`config.mk`:
```
export PLATFORM = sky130hd
export DESIGN_NAME = ik_param_regs_flat
export DESIGN_NICKNAME = d
export VERILOG_FILES = /design/src/ik_fixed_pkg.sv /design/src/ik_regmap_pkg.sv /design/src/ik_ifs.sv /design/src/ik_param_regs.sv /design/src/flat_wrapper.sv
export VERILOG_INCLUDE_DIRS = /design/src
export SDC_FILE = /design/constraint.sdc
export NUM_CORES = 1
export LEC_CHECK = 0
export BUFFER_PORTS_ARGS = -buffer_cell sky130_fd_sc_hd__buf_2
export CAP_MARGIN = 20
export CORE_AREA = 2 2 292 294
export CTS_CLUSTER_SIZE = 25
export DETAILED_ROUTE_END_ITERATION = 6
export DIE_AREA = 0 0 294 296
export SETUP_SLACK_MARGIN = 0.5
export SLEW_MARGIN = 20
export SYNTH_ARGS = -nofsm -noshare
export SYNTH_HDL_FRONTEND = slang
export SYNTH_SLANG_ARGS = --single-unit
```
`constraint.sdc`:
```
create_clock -name clk -period 12.2 [get_ports clk]
set_clock_uncertainty 0.05 [all_clocks]
set_input_delay 2.44 -clock clk [delete_from_list [all_inputs] [get_ports clk]]
set_output_delay 2.44 -clock clk [all_outputs]
set_load 0.02 [all_outputs]
```
`src/sine_table.svh`:
```
// quarter-wave sine table, sin(k * pi / 128) for k = 0..64 in Q16
// the angle-code lookup mirrors and negates these for the other quadrants
localparam logic [16:0] SINE_Q16 [65] = '{
	17'd0,     17'd1608,
	17'd3216,  17'd4821,
	17'd6424,  17'd8022,
	17'd9616,  17'd11204,
	17'd12785, 17'd14359,
	17'd15924, 17'd17479,
	17'd19024, 17'd20557,
	17'd22078, 17'd23586,
	17'd25080, 17'd26558, // k = 16, 22.5 degrees
	17'd28020, 17'd29466,
	17'd30893, 17'd32303,
	17'd33692, 17'd35062,
	17'd36410, 17'd37736,
	17'd39040, 17'd40320,
	17'd41576, 17'd42806,
	17'd44011, 17'd45190,
	17'd46341, 17'd47464, // 45 degrees
	17'd48559, 17'd49624,
	17'd50660, 17'd51665,
	17'd52639, 17'd53581,
	17'd54491, 17'd55368,
	17'd56212, 17'd57022,
	17'd57798, 17'd58538,
	17'd59244, 17'd59914,
	17'd60547, 17'd61145,
	17'd61705, 17'd62228,
	17'd62714, 17'd63162,
	17'd63572, 17'd63944,
	17'd64277, 17'd64571,
	17'd64827, 17'd65043,
	17'd65220, 17'd65358,
	17'd65457, 17'd65516,
	17'd65536 // exactly 1.0
};

```
`src/ik_fixed_pkg.sv`:
```
// fixed-point arithmetic for the kinematics datapath
// 27-bit signed words with 16 fraction bits, angle codes of 256 steps per turn,
// matrix index types and the chain FSM encoding
package ik_fixed_pkg;

	localparam int WORD_W = 27;
	localparam int FRAC_BITS = 16;

	typedef logic signed [WORD_W-1:0] fix_t;
	typedef logic signed [2*WORD_W-1:0] fix_wide_t; // full product width
	typedef logic [7:0] angle_t; // 64 is a quarter turn
	typedef logic [1:0] row_t;
	typedef logic [1:0] col_t;

	typedef enum logic [1:0] {IDLE, BUILD, MULT, DONE} chain_state_t;

	localparam fix_t FIX_ONE = fix_t'(1) <<< FRAC_BITS;

`include "sine_table.svh"

	// quadrant symmetry on the quarter-wave table
	function automatic fix_t fix_sin(angle_t ang);
		logic [6:0] idx;
		fix_t mag;
		idx = ang[6] ? 7'd64 - {1'b0, ang[5:0]} : {1'b0, ang[5:0]};
		mag = fix_t'({10'b0, SINE_Q16[idx]});
		return ang[7] ? -mag : mag; // lower half of the turn is negative
	endfunction

	function automatic fix_t fix_cos(angle_t ang);
		return fix_sin(angle_t'(ang + 8'd64));
	endfunction

	// product rescaled by an arithmetic shift, so it rounds toward minus infinity
	function automatic fix_wide_t fix_mul_full(fix_t a, fix_t b);
		fix_wide_t prod;
		prod = fix_wide_t'(a) * fix_wide_t'(b);
		return prod >>> FRAC_BITS;
	endfunction

	function automatic fix_t fix_mul(fix_t a, fix_t b);
		return fix_t'(fix_mul_full(a, b)); // wraps to the word width
	endfunction

endpackage

```
`src/ik_regmap_pkg.sv`:
```
// host address map of the parameter register file
// bytes are written most significant first, 4 per 27-bit word
package ik_regmap_pkg;

	typedef logic [6:0] addr_t;
	typedef logic [7:0] byte_t;

	localparam int TARGET_BASE = 0; // x, y, z words
	localparam int JOINT_TYPE_ADDR = 12; // accepted, no effect on the forward matrix
	localparam int DH_BASE = 13;
	localparam int BYTES_PER_WORD = 4;
	localparam int DH_FIELDS = 4;

	// field order inside one joint's block
	localparam int THETA = 0;
	localparam int L_OFFSET = 1;
	localparam int L_DISTANCE = 2;
	localparam int ALPHA = 3;

	// fixed above the largest DH block
	localparam addr_t START_ADDR = 7'd109;

endpackage

```
`src/ik_ifs.sv`:
```
// buses between the register file, the DH chain and the readout
// dh_param_if carries the host parameters and the start/busy pair,
// pose_if carries the cumulative frames and the done pulse
`timescale 1ns/100ps

interface dh_param_if #(parameter int MAX_JOINT = 6);

	ik_fixed_pkg::fix_t dh [MAX_JOINT][ik_regmap_pkg::DH_FIELDS]; // theta, d, a, alpha
	ik_fixed_pkg::fix_t target [3];
	logic start; // one-cycle strobe
	logic busy;

	modport regs (output dh, output target, output start, input busy);
	modport chain (input dh, input start, output busy);
	modport readout (input target);

endinterface


```
`src/ik_param_regs.sv`:
```
// byte-wide host register file for the target and the DH parameters
// address decode is computed from the map layout, a write to START_ADDR
// gives a one-cycle start strobe on the following cycle
`timescale 1ns/100ps

module ik_param_regs #(
	parameter int MAX_JOINT = 6
) (
	input logic clk,
	input logic reset,
	input logic chipselect,
	input logic write,
	input ik_regmap_pkg::addr_t address,
	input ik_regmap_pkg::byte_t writedata,
	dh_param_if.regs regs
);

	localparam int JOINT_SPAN = ik_regmap_pkg::DH_FIELDS * ik_regmap_pkg::BYTES_PER_WORD;
	localparam int DH_END = ik_regmap_pkg::DH_BASE + MAX_JOINT * JOINT_SPAN;

	logic wr_en;
	logic hit_target;
	logic hit_dh;
	logic [6:0] tgt_off;
	logic [6:0] dh_off;
	logic [1:0] tgt_word;
	logic [2:0] dh_joint;
	logic [1:0] dh_field;
	logic [1:0] lane; // byte position, 0 is the top byte

	// drop everything while a run is in progress
	assign wr_en = chipselect && write && !regs.busy;

	assign hit_target = int'(address) >= ik_regmap_pkg::TARGET_BASE &&
		int'(address) < ik_regmap_pkg::JOINT_TYPE_ADDR;
	assign hit_dh = int'(address) >= ik_regmap_pkg::DH_BASE && int'(address) < DH_END;

	assign tgt_off = address - 7'(ik_regmap_pkg::TARGET_BASE);
	assign dh_off = address - 7'(ik_regmap_pkg::DH_BASE);
	assign tgt_word = 2'(tgt_off / ik_regmap_pkg::BYTES_PER_WORD);
	assign dh_joint = 3'(dh_off / JOINT_SPAN);
	assign dh_field = 2'((dh_off / ik_regmap_pkg::BYTES_PER_WORD) % ik_regmap_pkg::DH_FIELDS);
	assign lane = hit_dh ? 2'(dh_off % ik_regmap_pkg::BYTES_PER_WORD) :
		2'(tgt_off % ik_regmap_pkg::BYTES_PER_WORD);

	// merge one host byte into a word
	function automatic ik_fixed_pkg::fix_t put_byte(ik_fixed_pkg::fix_t word, logic [1:0] ln,
		ik_regmap_pkg::byte_t b);
		ik_fixed_pkg::fix_t w;
		w = word;
		case (ln)
			2'd0: w[26:24] = b[2:0]; // top byte holds only 3 bits
			2'd1: w[23:16] = b;
			2'd2: w[15:8] = b;
			default: w[7:0] = b;
		endcase
		return w;
	endfunction

	always_ff @(posedge clk) begin
		if (reset) begin
			regs.dh <= '{default: '0};
			regs.target <= '{default: '0};
		end else if (wr_en) begin
			if (hit_target) begin
				regs.target[tgt_word] <= put_byte(regs.target[tgt_word], lane, writedata);
			end else if (hit_dh) begin
				regs.dh[dh_joint][dh_field] <=
					put_byte(regs.dh[dh_joint][dh_field], lane, writedata);
			end
		end
	end

	// a second start write right behind the first is not repeated,
	// busy is not yet up to block it
	always_ff @(posedge clk) begin
		if (reset) begin
			regs.start <= 1'b0;
		end else begin
			regs.start <= wr_en && address == ik_regmap_pkg::START_ADDR && !regs.start;
		end
	end

endmodule

```
`src/flat_wrapper.sv`:
```
// flat-port wrapper written by rule: the top's interface ports become plain ports
module ik_param_regs_flat 
#(
	parameter int MAX_JOINT = 6
)
  (clk, reset, chipselect, write, address, writedata, regs_dh, regs_target, regs_start, regs_busy);
  dh_param_if #(.MAX_JOINT(MAX_JOINT)) regs_i ();
  input logic clk;
  input logic reset;
  input logic chipselect;
  input logic write;
  input ik_regmap_pkg::addr_t address;
  input ik_regmap_pkg::byte_t writedata;
  output wire logic [$bits(regs_i.dh)-1:0] regs_dh;
  output wire logic [$bits(regs_i.target)-1:0] regs_target;
  output wire logic [$bits(regs_i.start)-1:0] regs_start;
  input wire logic [$bits(regs_i.busy)-1:0] regs_busy;
  assign regs_dh = {>>{regs_i.dh}};
  assign regs_target = {>>{regs_i.target}};
  assign regs_start = regs_i.start;
  assign regs_i.busy = regs_busy;
  ik_param_regs #(.MAX_JOINT(MAX_JOINT)) u_core (.clk(clk), .reset(reset), .chipselect(chipselect), .write(write), .address(address), .writedata(writedata), .regs(regs_i));
endmodule
```
# Word-level counts from Yosys, hierarchy flattened
# Cells that the tools add are included.
totals:
  elab_cells: 113
  output_inout_bits: 730
  ff_bits: 730
classes:
  reduce_logical: 14
  order_cmp: 9
  bitwise_logic: 4
  n_addsub: 1
  eq_ne: 3
  muxes: 54
ops:
  columns: ["operator", "n"]
  rows:
  - ["648-bit bitwise mux", 1]
  - ["108-bit binary-select mux with 3-bit select", 1]
  - ["108-bit demux with 3-bit select", 1]
  - ["108-bit 2-to-1 mux", 3]
  - ["8-bit 2-to-1 mux", 27]
  - ["27-bit 2-to-1 mux", 6]
  - ["27-bit binary-select mux with 2-bit select", 2]
  - ["27-bit demux with 2-bit select", 2]
  - ["81-bit bitwise mux", 1]
  - ["3-bit 2-to-1 mux", 9]
  - ["1-bit logical AND", 8]
  - ["7-bit == test, second input constant", 1]
  - ["7-bit by 4-bit greater-or-equal comparator with 1-bit output, second input constant", 1]
  - ["7-bit by 4-bit < comparator with 1-bit output, second input constant", 1]
  - ["7-bit < comparator, second input constant", 1]
  - ["7-bit by 4-bit subtractor with 7-bit output, second input constant", 1]
  - ["3-bit greater-or-equal comparator, second input constant", 2]
  - ["3-bit by 1-bit < comparator with 1-bit output, second input constant", 2]
  - ["2-bit NOT with 3-bit output", 2]
  - ["4-bit greater-or-equal comparator, second input constant", 1]
  - ["4-bit by 1-bit < comparator with 1-bit output, second input constant", 1]
  - ["3-bit NOT with 4-bit output", 1]
  - ["3-bit AND reduction", 1]
  - ["3-bit OR reduction", 1]
  - ["other kinds (7)", 8]

# Depth between registers and ports, before layout
logic_depth:
  ltp_word: 14
  mapped_depth: 17
  ltp_nobuf: 10

# Worst setup path after synthesis
# Ideal clock, no wire load.
synth_timing:
  path_kind: "in2reg"
  from: "in address[1]"
  to: "reg u_core.regs.dh[107] (netlist name)"
  arrival_time_ns: 5.403
  stages: 14
  setup_slack_ns: 6.629
  n_path_buf: 5
  t_required_ns: 12.032
  path_cell_list: "buf_2 > inv_1 > ha_1 > and3b_1 > buf_6 > xnor2_4 > buf_6 > buf_4 > mux4_2 > a22oi_1 > nand4_1 > o41ai_4 > buf_6 > o21ai_1"
synth_via:
  elab_chain_len: 14
synth_lines:
  columns: ["item", "line", "text"]
  rows:
  - ["start: declaration", "flat_wrapper.sv:12", "input ik_regmap_pkg::addr_t address;"]
  - ["7-bit by 4-bit subtractor with 7-bit output", "ik_param_regs.sv:39", "assign dh_off = address - 7'(ik_regmap_pkg::DH_BASE);"]
  - ["3-bit NOT with 4-bit output (implied by the code)", "ik_param_regs.sv:68, ik_param_regs.sv:69", null]
  - ["108-bit binary-select mux with 3-bit select", "ik_param_regs.sv:69", "put_byte(regs.dh[dh_joint][dh_field], lane, writedata);"]
  - ["108-bit 2-to-1 mux (implied by the code) (2 in series)", "ik_param_regs.sv:69", null]
  - ["27-bit binary-select mux with 2-bit select", "ik_param_regs.sv:69", null]
  - ["27-bit 2-to-1 mux (implied by the code) (2 in series)", "ik_param_regs.sv:69", null]
  - ["3-bit 2-to-1 mux", "ik_param_regs.sv:51", "case (ln)"]
  - ["3-bit 2-to-1 mux", "ik_param_regs.sv:67", "end else if (hit_dh) begin"]
  - ["3-bit 2-to-1 mux", "ik_param_regs.sv:65", "if (hit_target) begin"]
  - ["3-bit 2-to-1 mux", "ik_param_regs.sv:64", "end else if (wr_en) begin"]
  - ["3-bit 2-to-1 mux", "ik_param_regs.sv:61", "if (reset) begin"]
  - ["648-bit bitwise mux", "ik_param_regs.sv:68", "regs.dh[dh_joint][dh_field] <="]
# Parallel ways exist; a longest one is shown, timed or not. The select of a mux whose other input is x is not followed.
# A chain may end at the register's enable or synchronous reset.

# Final worst setup path
layout_timing:
  from: "in address[2]"
  to: "reg u_core.regs.dh[322] (netlist name)"
layout_via:
  elab_chain_len: 14
layout_lines:
  columns: ["item", "line"]
  rows:
  - ["7-bit by 4-bit subtractor with 7-bit output", "ik_param_regs.sv:39"]
  - ["3-bit NOT with 4-bit output (implied by the code)", "ik_param_regs.sv:68, ik_param_regs.sv:69"]
  - ["108-bit binary-select mux with 3-bit select", "ik_param_regs.sv:69"]
  - ["108-bit 2-to-1 mux (implied by the code) (2 in series)", "ik_param_regs.sv:69"]
  - ["27-bit binary-select mux with 2-bit select", "ik_param_regs.sv:69"]
  - ["27-bit 2-to-1 mux (implied by the code) (2 in series)", "ik_param_regs.sv:69"]
  - ["3-bit 2-to-1 mux", "ik_param_regs.sv:51"]
  - ["3-bit 2-to-1 mux", "ik_param_regs.sv:67"]
  - ["3-bit 2-to-1 mux", "ik_param_regs.sv:65"]
  - ["3-bit 2-to-1 mux", "ik_param_regs.sv:64"]
  - ["3-bit 2-to-1 mux", "ik_param_regs.sv:61"]
  - ["648-bit bitwise mux", "ik_param_regs.sv:68"]
# Parallel ways exist; a longest one is shown, timed or not. The select of a mux whose other input is x is not followed.

==> metrics.md <==
| Metric | Value |
|---|---|
| Outcome | `complete, no violations` |
| Slowest-stage cell, CP | `nor4_1` |
| Die width | `294 um` |
| Hold Crit Class | `reg -> reg` |
| Global-route wire length before repair | `236000 um` |
| Pins Over Slew Limit | `0` |
| Worst Reg-to-Reg Cells | `5` |
| CP max stage delay | `0.96 ns` |
| Post-synthesis register bit count | `730` |
| Die area | `0.0870 mm2` |
| Clock tree from TritonCTS | `built` |
| Fill cells | `8279` |
| Synth Area in Simple Gates | `0.127` |
| Number of global-route vias before repair | `29280` |
| Xor and xnor fraction of the mapped netlist area | `0.00178` |
| Power, Total | `0.00555 W` |
| Sequential area share after synthesis | `0.484` |
| Max_slew headroom | `0.160` |
| Peak supply drop | `0.000109 V` |
| Pint | `0.00402 W` |
| Rows | `107` |
| Final Critical Period | `8.03 ns` |
| Die height | `296 um` |
| Switching pwr | `0.00153 W` |
| DP Wirelength | `126000 um` |
| Reg clk slew, reported paths | `0.06 ns` |
| Clock power frac | `0.473` |
| Number of synthesized flops with an enable pin | `0` |
| Via density | `6.21` |
| Worst slew pin tran | `1.26 ns` |
| Required time worst endpoint | `12.61 ns` |
| Yosys warns | `0` |
| RePlAce Congestion | `0.943` |
| WL final | `175000 um` |
| Post-Synth Adder-Cell Area | `0.000829` |
| RSZ-0062 raised after global routing | `false` |
| Average size of a mapped cell | `9.07 um2` |
| Post-layout nets | `3989` |
| Syn_nets | `3352` |
| Critical path class | `in -> reg` |
| CTS Buf Count | `81` |
| Flop-to-flop setup slack | `8.94 ns` |
| Share of cells above drive strength 1 | `0.281` |
| Max clock buf depth | `3` |
| Reg area | `0.0146 mm2` |
| H-tree depth | `3` |
| Area growth syn-to-layout | `26.2%` |
| TNS Setup | `0 ns` |
| Post-synth ARST share | `0` |
| CP cell instances | `buf_4 -> buf_4 -> and3b_1 -> xnor2_4 -> buf_4 -> buf_4 -> mux4_1 -> nand2_1 -> o21ai_0 -> nor4_1 -> a31o_2 -> o21ai_0` |
| DR pass1 iterations | `6` |
| Flop pwr share | `0.430` |
| Mux cell area share after synthesis | `0.0694` |
| Mapped Cells | `3330` |
| Clock sink total | `730` |
| Final Setup Violations | `0` |
| Crit start category | `input port` |
| Crit end category | `flip-flop` |
| Post-CTS Setup Inserts | `0` |
| Leakage | `16.1 nW` |
| Power per standard cell area | `146 mW/mm2` |
| Crit Path Max Fanout | `52` |
| Largest net degree at the start of global routing | `115` |
| Post-synthesis compound-gate area fraction | `0.268` |
| GRT Util Overall | `0.384` |
| # DRC | `0` |
| IO Count | `750` |
| Clk_lat worst skew | `0.66 ns` |
| Comb pwr share | `0.097` |
| Fmax | `125 MHz` |
| CP arrival | `8.44 ns` |
| Initial antenna violation count | `6` |
| Tcrit/Tclk final | `0.658` |
| Initial DRC count | `4000` |
| Hold Path Depth | `2` |
| Total core area | `0.0842 mm2` |
| Fin. Hold Viols | `0` |
| Vias | `31856` |
| Initial Util | `0.359` |
| Root Buffer | `clkbuf_16` |
| Grt total ovfl | `0` |
| ANT nets after route | `0` |
| Post-cts resize count | `0` |
| Post-CTS Hold Buffers | `0` |
| CP dominant cell by count | `buf_4` |
| Ys flop type | `dfxtp_1` |
| Synth unique cells | `86` |
| Largest family of logic cells by synthesized area | `compound AO/OA/AOI/OAI gates` |
| DR WL/cell | `34.1 um` |
| Area taken by multi-input logic gates | `0.0147 mm2` |
| Max-cap violation count | `0` |
| IO buf count | `749` |
| Post-Synthesis Cell Area | `0.0302 mm2` |
| Sw frac | `0.275` |
## state kept, by name, summed over array words and instances (netlist names)
signal              cells
u_core.regs.dh        648
u_core.regs.start       1
u_core.regs.target     81
## worst paths after layout
path / start / endpoint
max reg2reg: u_core.regs.dh[122] / u_core.regs.dh[608]
max: address[2] / u_core.regs.dh[322]
min: u_core.regs.dh[647] / u_core.regs.dh[647]
min reg2reg: u_core.regs.dh[647] / u_core.regs.dh[647]
## logic make-up (layout without fill, tap and decap cells)
| family | after synthesis | after routing |
|---|---|---|
| other cells | 0 | 3 |
| compound gates | 1184 | 1184 |
| mux | 163 | 163 |
| simple gates | 941 | 941 |
| flops | 730 | 730 |
| xor+xnor | 4 | 4 |
| buf+inv | 306 | 1009 |
| fa+ha+maj | 2 | 2 |
## worst max-delay path: cells and delay by family
| family | cells | cell delay, ns |
|---|---|---|
| simple gates | 3 | 1.73 |
| buf+inv | 4 | 2.19 |
| xor+xnor | 1 | 0.19 |
| compound gates | 3 | 1.04 |
| mux | 1 | 0.69 |
## through the flow
step                cell area, um2  setup slack (ns)  instances  utilization  hold WS (ns)
finish                       38100              4.17       5126        0.453         0.409
global placement             35200              3.79       4972        0.418         0.398
CTS                          38100              4.37       5122        0.452         0.409
floorplan                    30200              6.63       3330            -         0.483
global route                 38100              4.13       5123        0.453         0.431
detailed placement           35200              3.71       4973        0.418         0.401
## final cells by class
class                           instances  area share
Multi-Input combinational cell       2294       0.385
Inverter                                5    0.000492
Timing Repair Buffer                  855       0.121
Sequential cell                       730       0.383
Clock buffer                          122      0.0646
Tap cell                             1090      0.0358
Antenna cell                            3    0.000197
Clock inverter                         27      0.0101
## layout by cell type, fill, tap and decap left out, drive strengths merged, types with 15 or more instances in the layout
master,n
buf,855
dfxtp,730
nand2,705
o21ai,377
a22o,341
a21oi,222
clkbuf,122
mux2i,111
nor2,96
a22oi,58
nand3,40
nor3,35
mux4,32
o22ai,27
a31oi,23
mux2,20
a221oi,19
clkinv,16
o221ai,15
## synthesized netlist by cell type, drive strengths merged (23+ instances only)
cell / instances / area [um2]
nand2: 705 / 2650
mux4: 32 / 758
a31oi: 23 / 194
buf: 111 / 739
a22o: 341 / 2990
nand3: 40 / 200
a21oi: 222 / 1120
a22oi: 58 / 435
mux2i: 111 / 1110
clkbuf: 190 / 713
nor3: 35 / 175
nor2: 96 / 365
o22ai: 27 / 175
dfxtp: 730 / 14600
o21ai: 377 / 1890
## power groups by stage
stage,clock network (W),logic (W),registers (W)
after floorplan,0,0.000286,0.00244
after global placement,0,0.000517,0.00244
after detailed placement,0,0.000518,0.00244
after CTS,0.00263,0.000519,0.00239
after global routing,0.00272,0.000543,0.00239
final,0.00262,0.000540,0.00239
## per-layer routing
metal	vias to the layer above	track usage	wire (um)
li1	13396	-	-
met1	15397	0.459	62500
met2	2482	0.612	78300
met3	575	0.115	21600
met4	6	0.222	12100
met5	-	0.00277	61
(Power assumes the default switching activity.)
